==> src/logic/pss_settings.svh <==
`ifndef PSS_SETTINGS_SVH
`define PSS_SETTINGS_SVH

// width of one I or Q component
`define PSS_IQ_W 8

// taps per correlation window, in decimated samples
`define PSS_WIN_LEN 16

`define PSS_METRIC_W 14 // |I| + |Q| of the window sums
`define PSS_POS_W 16 // decimated sample counter, wraps

// result events ignored after a detection
`define PSS_HOLDOFF 8

`define PSS_NUM_HYP 3 // N_id_2 = 0, 1, 2

`endif

==> src/logic/pss_pkg.sv <==
`include "pss_settings.svh"

package pss_pkg;

    // I in the high byte, Q in the low byte
    typedef struct packed {
        logic signed [`PSS_IQ_W-1:0] i;
        logic signed [`PSS_IQ_W-1:0] q;
    } iq_sample_t;

    typedef struct packed {
        logic [`PSS_METRIC_W-1:0] metric;
        logic [`PSS_POS_W-1:0]    pos; // position of the newest window sample
        logic                     valid;
    } corr_result_t;

    typedef enum logic {
        SEARCH,
        HOLD
    } picker_state_t;

    // PSS m-sequence bit, 0 means +1 and 1 means -1
    function automatic logic pss_tap_bit(input int unsigned idx, input int unsigned n_id_2);
        logic [126:0] x;
        int unsigned  k;
        x = '0;
        x[6:0] = 7'b1110110; // x(6) down to x(0)
        for (int unsigned n = 0; n < 120; n++) begin
            x[n+7] = x[n+4] ^ x[n];
        end
        k = (idx + 43 * n_id_2) % 127;
        return x[k];
    endfunction

endpackage

==> src/logic/dec_if.sv <==
`timescale 1ns/1ns
`include "pss_settings.svh"

interface dec_if import pss_pkg::*; ();

    iq_sample_t            sample;
    logic                  valid;  // one-cycle strobe
    logic [`PSS_POS_W-1:0] pos;
    logic                  clear;  // empties the correlator windows

    modport source (
        output sample,
        output valid,
        output pos,
        output clear
    );

    modport sink (
        input sample,
        input valid,
        input pos,
        input clear
    );

endinterface

==> src/logic/pss_decimator.sv <==
`timescale 1ns/1ns
`include "pss_settings.svh"

module pss_decimator import pss_pkg::*; (
    input  logic       clk_i,
    input  logic       reset_i,
    input  iq_sample_t sample_i,
    input  logic       sample_valid_i,
    dec_if.source      dec
);

    localparam int IQ_W  = `PSS_IQ_W;
    localparam int POS_W = `PSS_POS_W;

    iq_sample_t              held_q;
    logic                    phase_q;  // high when the first of a pair is held
    logic                    reset_d_q;
    logic [POS_W-1:0]        cnt_q;
    logic signed [IQ_W:0]    sum_i;
    logic signed [IQ_W:0]    sum_q;
    logic                    pair_done;

    // one extra bit so the pair sum cannot overflow
    assign sum_i = held_q.i + sample_i.i;
    assign sum_q = held_q.q + sample_i.q;

    assign pair_done = sample_valid_i && phase_q;

    always_ff @(posedge clk_i) begin
        if (reset_i) begin
            phase_q   <= 1'b0;
            reset_d_q <= 1'b1;
            cnt_q     <= '0;
            dec.valid <= 1'b0;
            dec.clear <= 1'b0;
        end else begin
            reset_d_q <= 1'b0;
            dec.clear <= reset_d_q; // single pulse after reset
            dec.valid <= pair_done;
            if (sample_valid_i) begin
                phase_q <= ~phase_q;
            end
            if (pair_done) begin
                cnt_q <= cnt_q + 1'b1;
            end
        end
    end

    always_ff @(posedge clk_i) begin
        if (sample_valid_i && !phase_q) begin
            held_q <= sample_i;
        end
        if (pair_done) begin
            dec.sample.i <= sum_i[IQ_W:1]; // arithmetic shift by one
            dec.sample.q <= sum_q[IQ_W:1];
            dec.pos      <= cnt_q;
        end
    end

endmodule

==> src/logic/pss_correlator.sv <==
`timescale 1ns/1ns
`include "pss_settings.svh"

module pss_correlator import pss_pkg::*; #(
    parameter int N_ID_2 = 0
) (
    input  logic         clk_i,
    input  logic         reset_i,
    dec_if.sink          dec,
    output corr_result_t result_o
);

    localparam int WIN    = `PSS_WIN_LEN;
    localparam int SUM_W  = `PSS_IQ_W + $clog2(WIN) + 1;
    localparam int FILL_W = $clog2(WIN);
    localparam int MW     = `PSS_METRIC_W;
    localparam int POS_W  = `PSS_POS_W;

    logic [WIN-1:0]          tap_neg;
    iq_sample_t              hist_q [WIN-1]; // older samples, hist_q[0] newest
    iq_sample_t              win [WIN];      // window including the new sample
    logic [FILL_W-1:0]       fill_q;
    logic                    full;
    logic signed [SUM_W-1:0] sum_i;
    logic signed [SUM_W-1:0] sum_q;
    logic signed [SUM_W-1:0] sum_i_q;
    logic signed [SUM_W-1:0] sum_q_q;
    logic                    s1_valid_q;
    logic [POS_W-1:0]        s1_pos_q;
    logic [SUM_W-1:0]        abs_i;
    logic [SUM_W-1:0]        abs_q;
    logic [MW-1:0]           metric_q;
    logic [POS_W-1:0]        pos_q;
    logic                    valid_q;

    for (genvar k = 0; k < WIN; k++) begin : g_tap
        localparam logic TAP = pss_tap_bit(k, N_ID_2);
        assign tap_neg[k] = TAP;
    end

    always_comb begin
        win[0] = dec.sample;
        for (int j = 1; j < WIN; j++) begin
            win[j] = hist_q[j-1];
        end
    end

    always_ff @(posedge clk_i) begin
        if (dec.clear) begin
            for (int j = 0; j < WIN - 1; j++) begin
                hist_q[j] <= '0;
            end
        end else if (dec.valid) begin
            for (int j = 0; j < WIN - 1; j++) begin
                hist_q[j] <= win[j];
            end
        end
    end

    // warm-up count, saturates once the window is full
    assign full = (fill_q == FILL_W'(WIN - 1));

    always_ff @(posedge clk_i) begin
        if (reset_i || dec.clear) begin
            fill_q <= '0;
        end else if (dec.valid && !full) begin
            fill_q <= fill_q + 1'b1;
        end
    end

    // tap k weights the sample from WIN-1-k strobes ago
    always_comb begin
        sum_i = '0;
        sum_q = '0;
        for (int k = 0; k < WIN; k++) begin
            if (tap_neg[k]) begin
                sum_i = sum_i - win[WIN-1-k].i;
                sum_q = sum_q - win[WIN-1-k].q;
            end else begin
                sum_i = sum_i + win[WIN-1-k].i;
                sum_q = sum_q + win[WIN-1-k].q;
            end
        end
    end

    assign abs_i = sum_i_q[SUM_W-1] ? -sum_i_q : sum_i_q;
    assign abs_q = sum_q_q[SUM_W-1] ? -sum_q_q : sum_q_q;

    always_ff @(posedge clk_i) begin
        if (reset_i) begin
            s1_valid_q <= 1'b0;
            valid_q    <= 1'b0;
        end else begin
            s1_valid_q <= dec.valid && full;
            valid_q    <= s1_valid_q;
        end
    end

    always_ff @(posedge clk_i) begin
        sum_i_q  <= sum_i; // stage 1
        sum_q_q  <= sum_q;
        s1_pos_q <= dec.pos;
        metric_q <= MW'(abs_i) + MW'(abs_q); // stage 2
        pos_q    <= s1_pos_q;
    end

    assign result_o = '{metric: metric_q, pos: pos_q, valid: valid_q};

endmodule

==> src/logic/pss_peak_picker.sv <==
`timescale 1ns/1ns
`include "pss_settings.svh"

module pss_peak_picker import pss_pkg::*; (
    input  logic                             clk_i,
    input  logic                             reset_i,
    input  corr_result_t                     results_i [`PSS_NUM_HYP],
    input  logic [`PSS_METRIC_W-1:0]         threshold_i,
    output logic                             peak_valid_o,
    output logic [$clog2(`PSS_NUM_HYP)-1:0]  n_id_2_o,
    output logic [`PSS_POS_W-1:0]            peak_pos_o,
    output logic [`PSS_METRIC_W-1:0]         peak_metric_o
);

    localparam int NUM_HYP = `PSS_NUM_HYP;
    localparam int HYP_W   = $clog2(NUM_HYP);
    localparam int HOLDOFF = `PSS_HOLDOFF;
    localparam int HOLD_W  = $clog2(HOLDOFF);
    localparam int MW      = `PSS_METRIC_W;

    picker_state_t     state_q;
    logic [HOLD_W-1:0] hold_cnt_q;
    logic              any_valid;
    logic [HYP_W-1:0]  best_idx;
    logic [MW-1:0]     best_metric;
    logic              hit;

    // strict compare so a tie keeps the lower N_id_2
    always_comb begin
        any_valid   = 1'b0;
        best_idx    = '0;
        best_metric = results_i[0].metric;
        for (int h = 0; h < NUM_HYP; h++) begin
            any_valid = any_valid | results_i[h].valid;
            if (results_i[h].metric > best_metric) begin
                best_idx    = HYP_W'(h);
                best_metric = results_i[h].metric;
            end
        end
    end

    assign hit = any_valid && (state_q == SEARCH) && (best_metric >= threshold_i);

    always_ff @(posedge clk_i) begin
        if (reset_i) begin
            state_q      <= SEARCH;
            hold_cnt_q   <= '0;
            peak_valid_o <= 1'b0;
        end else begin
            peak_valid_o <= hit;
            case (state_q)
                SEARCH: begin
                    if (hit) begin
                        state_q    <= HOLD;
                        hold_cnt_q <= '0;
                    end
                end
                HOLD: begin
                    if (any_valid) begin
                        hold_cnt_q <= hold_cnt_q + 1'b1;
                        if (hold_cnt_q == HOLD_W'(HOLDOFF - 1)) begin
                            state_q <= SEARCH; // last ignored event
                        end
                    end
                end
                default: state_q <= SEARCH;
            endcase
        end
    end

    always_ff @(posedge clk_i) begin
        if (hit) begin
            n_id_2_o      <= best_idx;
            peak_pos_o    <= results_i[0].pos; // same position in every correlator
            peak_metric_o <= best_metric;
        end
    end

endmodule

==> src/logic/pss_search_top.sv <==
`timescale 1ns/1ns
`include "pss_settings.svh"

module pss_search_top import pss_pkg::*; (
    input  logic                             clk_i,
    input  logic                             reset_i,
    input  logic [2*`PSS_IQ_W-1:0]           sample_i,    // I high, Q low
    input  logic                             sample_valid_i,
    input  logic [`PSS_METRIC_W-1:0]         threshold_i,
    output logic                             peak_valid_o,
    output logic [$clog2(`PSS_NUM_HYP)-1:0]  n_id_2_o,
    output logic [`PSS_POS_W-1:0]            peak_pos_o,
    output logic [`PSS_METRIC_W-1:0]         peak_metric_o
);

    corr_result_t results [`PSS_NUM_HYP];

    dec_if dec_bus ();

    pss_decimator u_decimator (
        .clk_i          (clk_i),
        .reset_i        (reset_i),
        .sample_i       (iq_sample_t'(sample_i)),
        .sample_valid_i (sample_valid_i),
        .dec            (dec_bus)
    );

    // one correlator per N_id_2 hypothesis
    for (genvar g = 0; g < `PSS_NUM_HYP; g++) begin : g_corr
        pss_correlator #(
            .N_ID_2 (g)
        ) u_correlator (
            .clk_i    (clk_i),
            .reset_i  (reset_i),
            .dec      (dec_bus),
            .result_o (results[g])
        );
    end

    pss_peak_picker u_peak_picker (
        .clk_i         (clk_i),
        .reset_i       (reset_i),
        .results_i     (results),
        .threshold_i   (threshold_i),
        .peak_valid_o  (peak_valid_o),
        .n_id_2_o      (n_id_2_o),
        .peak_pos_o    (peak_pos_o),
        .peak_metric_o (peak_metric_o)
    );

endmodule

==> config.mk <==
export PLATFORM = sky130hd
export DESIGN_NAME = pss_search_top
export DESIGN_NICKNAME = d
export VERILOG_FILES = /design/src/logic/pss_pkg.sv /design/src/logic/dec_if.sv /design/src/logic/pss_decimator.sv /design/src/logic/pss_correlator.sv /design/src/logic/pss_peak_picker.sv /design/src/logic/pss_search_top.sv
export VERILOG_INCLUDE_DIRS = /design/src /design/src/logic
export SDC_FILE = /design/constraint.sdc
export NUM_CORES = 2
export LEC_CHECK = 0
export ABC_AREA = 1
export BUFFER_PORTS_ARGS = -buffer_cell sky130_fd_sc_hd__clkbuf_2
export CAP_MARGIN = 20
export CORE_MARGIN = 4
export CORE_UTILIZATION = 46
export DETAILED_ROUTE_END_ITERATION = 8
export GPL_ROUTABILITY_DRIVEN = 0
export PLACE_DENSITY_LB_ADDON = 0.12
export SYNTH_ARGS = -nofsm -noshare
export SYNTH_HDL_FRONTEND = slang
export SYNTH_SLANG_ARGS = --single-unit
==> constraint.sdc <==
create_clock -name clk_i -period 7.4 [get_ports clk_i]
set_clock_uncertainty 0.05 [all_clocks]
set_input_delay 1.48 -clock clk_i [delete_from_list [all_inputs] [get_ports clk_i]]
set_output_delay 1.48 -clock clk_i [all_outputs]
set_load 0.05 [all_outputs]
# Yosys cells after proc, flatten, opt, wreduce, memory -nomap -nowiden
# Memories as Yosys holds them, arrays and structs flattened.
# Cells that the tools add are included.
dict set report classes {
  n_addsub 108
  n_mul 0
  div 0
  magnitude_cmp 3
  eq_ne 6
  shifts 0
  muxes 67
  bitwise 49
  n_reduce_logical 16
}
# operator n
set ops {}
lappend ops {{16-bit two-way mux} 45}
lappend ops {{13-bit by 8-bit subtractor with 13-bit output} 42}
lappend ops {{13-bit by 8-bit adder with 13-bit output} 38}
lappend ops {{13-bit two-way mux} 6}
lappend ops {{13-bit negation} 6}
lappend ops {{1-bit bitwise OR} 47}
lappend ops {{13-bit by 13-bit adder with 14-bit output} 3}
lappend ops {{9-bit by 8-bit subtractor with 10-bit output} 4}
lappend ops {{8-bit by 8-bit adder with 9-bit output} 4}
lappend ops {{14-bit > comparator} 2}
lappend ops {{14-bit two-way mux} 2}
lappend ops {{9-bit by 8-bit adder with 10-bit output} 2}
lappend ops {{1-bit by 8-bit subtractor with 9-bit output, first input constant} 2}
lappend ops {{8-bit by 8-bit subtractor with 9-bit output} 2}
lappend ops {{16-bit by 1-bit adder with 16-bit output, second input constant} 1}
lappend ops {{14-bit greater-or-equal comparator} 1}
lappend ops {{4-bit by 1-bit adder with 4-bit output, second input constant} 3}
lappend ops {{4-bit equality test, second input constant} 3}
lappend ops {{1-bit logical AND} 10}
lappend ops {{1-bit two-way mux} 10}
lappend ops {{3-bit two-way mux} 2}
lappend ops {{3-bit one-hot mux with 2 select lines} 1}
lappend ops {{1-bit zero test} 4}
lappend ops {{3-bit by 1-bit adder with 3-bit output, second input constant} 1}
lappend ops {{other kinds (7)} 8}
dict set report word_totals {
  regBits 275
  latchBits 0
  ramBits 720
  rom_bits 0
  in_bits 33
  output_inout_bits 33
  wordCells 288
  n_memories 3
}
# name depth width read_ports rd_ports_with_merged_regs write_ports line
set memory_table {}
lappend memory_table {{g_corr[0].u_correlator.hist_q} 15 16 15 0 15 pss_correlator.sv:20} ;# iq_sample_t hist_q [WIN-1];
lappend memory_table {{g_corr[1].u_correlator.hist_q} 15 16 15 0 15 pss_correlator.sv:20}
lappend memory_table {{g_corr[2].u_correlator.hist_q} 15 16 15 0 15 pss_correlator.sv:20}

# Logic depth before layout (Yosys ltp)
# An unclocked memory read counts as a cell.
dict set report logic_depth {
  depth_word 17
  mapped_depth 35
  depth_no_buf 33
}

# Cells and area by module
# From an unflattened synthesis, not the netlist that was laid out.
dict set report unflattened {
  cells_unflattened 6334
  area_unflattened_um2 66123.4
}
# mod n_inst cells_each area_per_inst_um2 seq_area_each_um2
set by_module_without_submodules {}
lappend by_module_without_submodules {{pss_correlator (g_corr[2].u_correlator)} 1 1977 20563.5 8768.4}
lappend by_module_without_submodules {{pss_correlator (g_corr[0].u_correlator)} 1 1889 19979.2 8768.4}
lappend by_module_without_submodules {{pss_correlator (g_corr[1].u_correlator)} 1 1860 19812.8 8768.4}
lappend by_module_without_submodules {pss_decimator 1 277 2994.1 1841.8}
lappend by_module_without_submodules {pss_peak_picker 1 331 2773.9 1061.0}

# Worst setup path after synthesis
# OpenSTA, ideal clock, no wires.
dict set report synth_timing {
  path_type {reg2reg}
  startpoint {mem g_corr[0].u_correlator.hist_q[0][192] in the netlist's numbering}
  endpoint {reg g_corr[0].u_correlator.sum_q_q[9]}
  setup_time_ns 0.120
  arrival_time_ns 6.430
  required_time_ns 7.230
  path_slack_ns 0.800
  stages_incl_launch_ff 29
  path_buffers 0
  synth_period_minus_slack_ns 6.600
  cell_sequence {edfxtp_1 fa_1 ha_1 inv_1 nand2_1 inv_1 fa_1 inv_1 a21oi_1 o21ai_0 xor2_1 fa_1 inv_1 fa_1 fa_1 inv_1 fa_1 fa_1 inv_1 fa_1 inv_1 ha_1 a21oi_1 o21ai_0 a21oi_1 inv_1 nand3_1 nand2_1 xor2_1}
}
# element line
set synth_rtl {}
lappend synth_rtl {{start, declared} pss_correlator.sv:20}
lappend synth_rtl {{end signal, assigned} pss_correlator.sv:101} ;# sum_q_q <= sum_q;
lappend synth_rtl {{end, declared} pss_correlator.sv:27} ;# logic signed [SUM_W-1:0] sum_q_q;

==> flow_summary.json <==
{
  "syn_to_final_growth_pct": 9.21,
  "crit_chain": "ha_1 -> inv_1 -> ha_1 -> inv_1 -> fa_1 -> o21ai_0 -> buf_4 -> a21oi_1 -> o21bai_1 -> a21oi_1 -> nor2_1 -> fa_1 -> fa_1 -> fa_1 -> fa_1 -> fa_1 -> inv_1 -> fa_1 -> ha_1 -> nand2_1 -> nor2_1 -> nand3_1 -> o2111ai_1 -> xor2_1",
  "final_nets": 5496,
  "path_delay_family": "adder cells",
  "fin_crit_sh": 0.952,
  "crit_required_ns": 7.91,
  "synth-seq-cells": 515,
  "grtUsageTotal": 0.213,
  "drive_above_1_share": 0.0525,
  "root_buffer": "clkbuf_16",
  "cts_buffer_depth": 3,
  "die_x_um": 320,
  "syn_area_um2": 44700,
  "cts_setup_buffers": 0,
  "r2r_setup_slack_ns": 0.35,
  "synthCells": 4331,
  "synth_seq_area_share": 0.303,
  "critPathArrivalTime_ns": 7.55,
  "port_buffers": 65,
  "fillers": 8994,
  "cts_buffers": 66,
  "slew_headroom": 0.188,
  "rsz0062_at_grt": "false",
  "min-delay-path-class": "flop to flop",
  "vias": 27400,
  "wl_per_cell_um": 18.0,
  "r2r-end": "g_corr[2].u_correlator.sum_i_q[11]",
  "min_from": "g_corr[0].u_correlator.s1_pos_q[9]",
  "grt_pass1_wl_um": 168000,
  "firstDrtPassIters": 5,
  "crit_buf_inv": 4,
  "cp-end-kind": "flop",
  "die_h_um": 320,
  "antenna_found_initial": 1,
  "slowest_stage": "fa_1",
  "drtIter0Drc": 1619,
  "whs_endpoint": "g_corr[0].u_correlator.pos_q[9]",
  "wl_um": 104000,
  "final.min_clock_period_ns": 7.05,
  "crit_type": "flop to flop",
  "ant_nets": 0,
  "crit_path_start_kind": "flop",
  "clk_latency_ns": 0.64,
  "post-dp-hpwl_um": 87500,
  "r2r-start": "g_corr[0].u_correlator.hist_q[0][233]",
  "start_util": 0.463,
  "avgViaCountPerCell": 4.74,
  "cts_tree": "built",
  "slew_viol_final": 0,
  "num_io_pins": 66,
  "hold_viol": 0,
  "crit_start": "g_corr[0].u_correlator.hist_q[0][233]",
  "drv_cap": 0,
  "synth_fp_nets": 5386,
  "path_max_fanout": 6,
  "seq_area_um2": 13500,
  "r2r_cells": 24,
  "clk_pin_slew_ns": 0.06,
  "grt_start_max_net_pins": 149,
  "cpMostUsedCell": "fa_1",
  "die_area_um2": 102000,
  "rows": 114,
  "slowest_delay_ns": 0.63,
  "outcome": "finished clean",
  "grt_pass1_vias": 29800,
  "coreArea_um2": 96400,
  "setup_viol": 0,
  "fin_setup_tns_ns": 0,
  "worst_slew_pin_slew_ns": 1.22,
  "clkSinkCount": 515,
  "synth_cell_type_count": 53,
  "drcViolationCount": 0,
  "yosysWarnings": 0,
  "antennaDiodeCount": 0,
  "multi_input_area_um2": 26600,
  "hold_path_depth": 0,
  "avgSynthCellArea_um2": 10.3,
  "max_freq_mhz": 142,
  "ctsHtreeMaxLevel": 3,
  "grt-ovfl-total": 0,
  "post-route-util": 0.506
}
-- registers in the layout, summed over array words and instances (netlist names), 3 cells and up --
name,flops
g_corr.u_correlator.fill_q,12
g_corr.u_correlator.hist_q,240
g_corr.u_correlator.metric_q,42
g_corr.u_correlator.pos_q,16
g_corr.u_correlator.s1_pos_q,16
g_corr.u_correlator.s1_valid_q,3
g_corr.u_correlator.sum_i_q,39
g_corr.u_correlator.sum_q_q,39
g_corr.u_correlator.valid_q,3
u_decimator.cnt_q,16
u_decimator.dec.pos,16
u_decimator.dec.sample,16
u_decimator.held_q,16
u_peak_picker.hold_cnt_q,3
u_peak_picker.peak_metric_o,14
u_peak_picker.peak_pos_o,16
-- per-layer routing --
layer / vias to the layer above / wire length [um] / global-route usage
li1: 13400 / - / -
met1: 13400 / 48700 / 0.306
met2: 508 / 46300 / 0.332
met3: 125 / 6840 / 0.0491
met4: 0 / 2150 / 0.0516
met5: - / 0 / 0
-- kinds of logic after synthesis --
logic type	synth area share
compound gates	0.0465
flops	0.303
simple gates	0.0926
xor+xnor	0.0467
buf+inv	0.102
fa+ha+maj	0.410
-- stage by stage --
step / area [um^2] / hold WS [ns] / setup slack, ns / std cells
6_report: 48800 / 0.273 / 0.354 / 5769
5_1_grt: 48800 / 0.280 / 0.00135 / 5769
4_1_cts: 48800 / 0.276 / 0.177 / 5769
3_5_place_dp: 46600 / 0.262 / 0.213 / 5649
3_3_place_gp: 46500 / 0.262 / 0.252 / 5648
2_1_floorplan: 44700 / 0.260 / 0.800 / 4331
-- cell type report --
cell class / count / area share
Sequential cell: 515 / 0.277
Multi-Input combinational cell: 2615 / 0.546
Timing Repair Buffer: 82 / 0.00996
Clock buffer: 86 / 0.0371
Inverter: 1161 / 0.0894
Clock inverter: 34 / 0.00783
Tap cell: 1276 / 0.0327
-- timing repair --
action	CTS	global route
endpoints found under the hold margin	0	0
setup endpoints to repair	0	8
gates resized for setup	0	5
hold buffers	0	0
-- how the worst max path moves through the flow --
stage	endpoint	cells after the start	slack, ns
after floorplan	g_corr[0].u_correlator.sum_q_q[9]	28	0.80
after global placement	g_corr[1].u_correlator.sum_i_q[10]	26	0.25
after detailed placement	g_corr[1].u_correlator.sum_i_q[10]	26	0.21
after CTS	g_corr[1].u_correlator.sum_i_q[10]	26	0.18
after global routing	g_corr[0].u_correlator.sum_q_q[10]	28	0.001
final	g_corr[2].u_correlator.sum_i_q[11]	24	0.35
-- cells in the final DEF, fill, tap and decap left out, drive strengths merged, types with 3 or more instances in the layout --
cell type and count:
inv 1164, fa 734, nand2 407, nor2 397, edfxtp 320, ha 288, dfxtp 195, a21oi 181
clkbuf 151, xor2 133, xnor2 105, o21ai 103, nand3 98, nor3 27, clkinv 24, nand4 22
nand3b 18, a31oi 18, buf 17, a21o 16, or2 14, o21bai 8, o2111ai 7, o211ai 5
a31o 5, a211oi 5, o21a 4, clkinvlp 4, o22ai 3, a22oi 3, bufinv 3, o311ai 3
-- cell usage after synthesis, drive strengths merged --
library cell	instances	share of area
a211o	2	0.00039
a211oi	5	0.00084
a21boi	1	0.00017
a21o	16	0.0027
a21oi	181	0.021
a22o	1	0.00020
a22oi	3	0.00050
a311oi	1	0.00020
a31o	5	0.00098
a31oi	18	0.0025
and3	2	0.00028
buf	19	0.0024
clkbuf	21	0.0018
clkinv	1	0.000084
dfxtp	195	0.087
edfxtp	320	0.22
fa	734	0.33
ha	288	0.081
inv	1160	0.098
nand2	407	0.035
nand3	98	0.011
nand3b	18	0.0030
nand4	22	0.0032
nor2	397	0.034
nor3	27	0.0034
nor4	2	0.00028
o2111ai	7	0.0014
o211ai	5	0.00084
o21a	4	0.00067
o21ai	103	0.012
o21bai	8	0.0013
o22ai	3	0.00042
o311ai	3	0.00059
o31ai	2	0.00034
or2	14	0.0020
xnor2	105	0.021
xor2	133	0.026
Power is not shown: default switching activity piles up to over one toggle a cycle in this logic, so the estimate is an artifact.
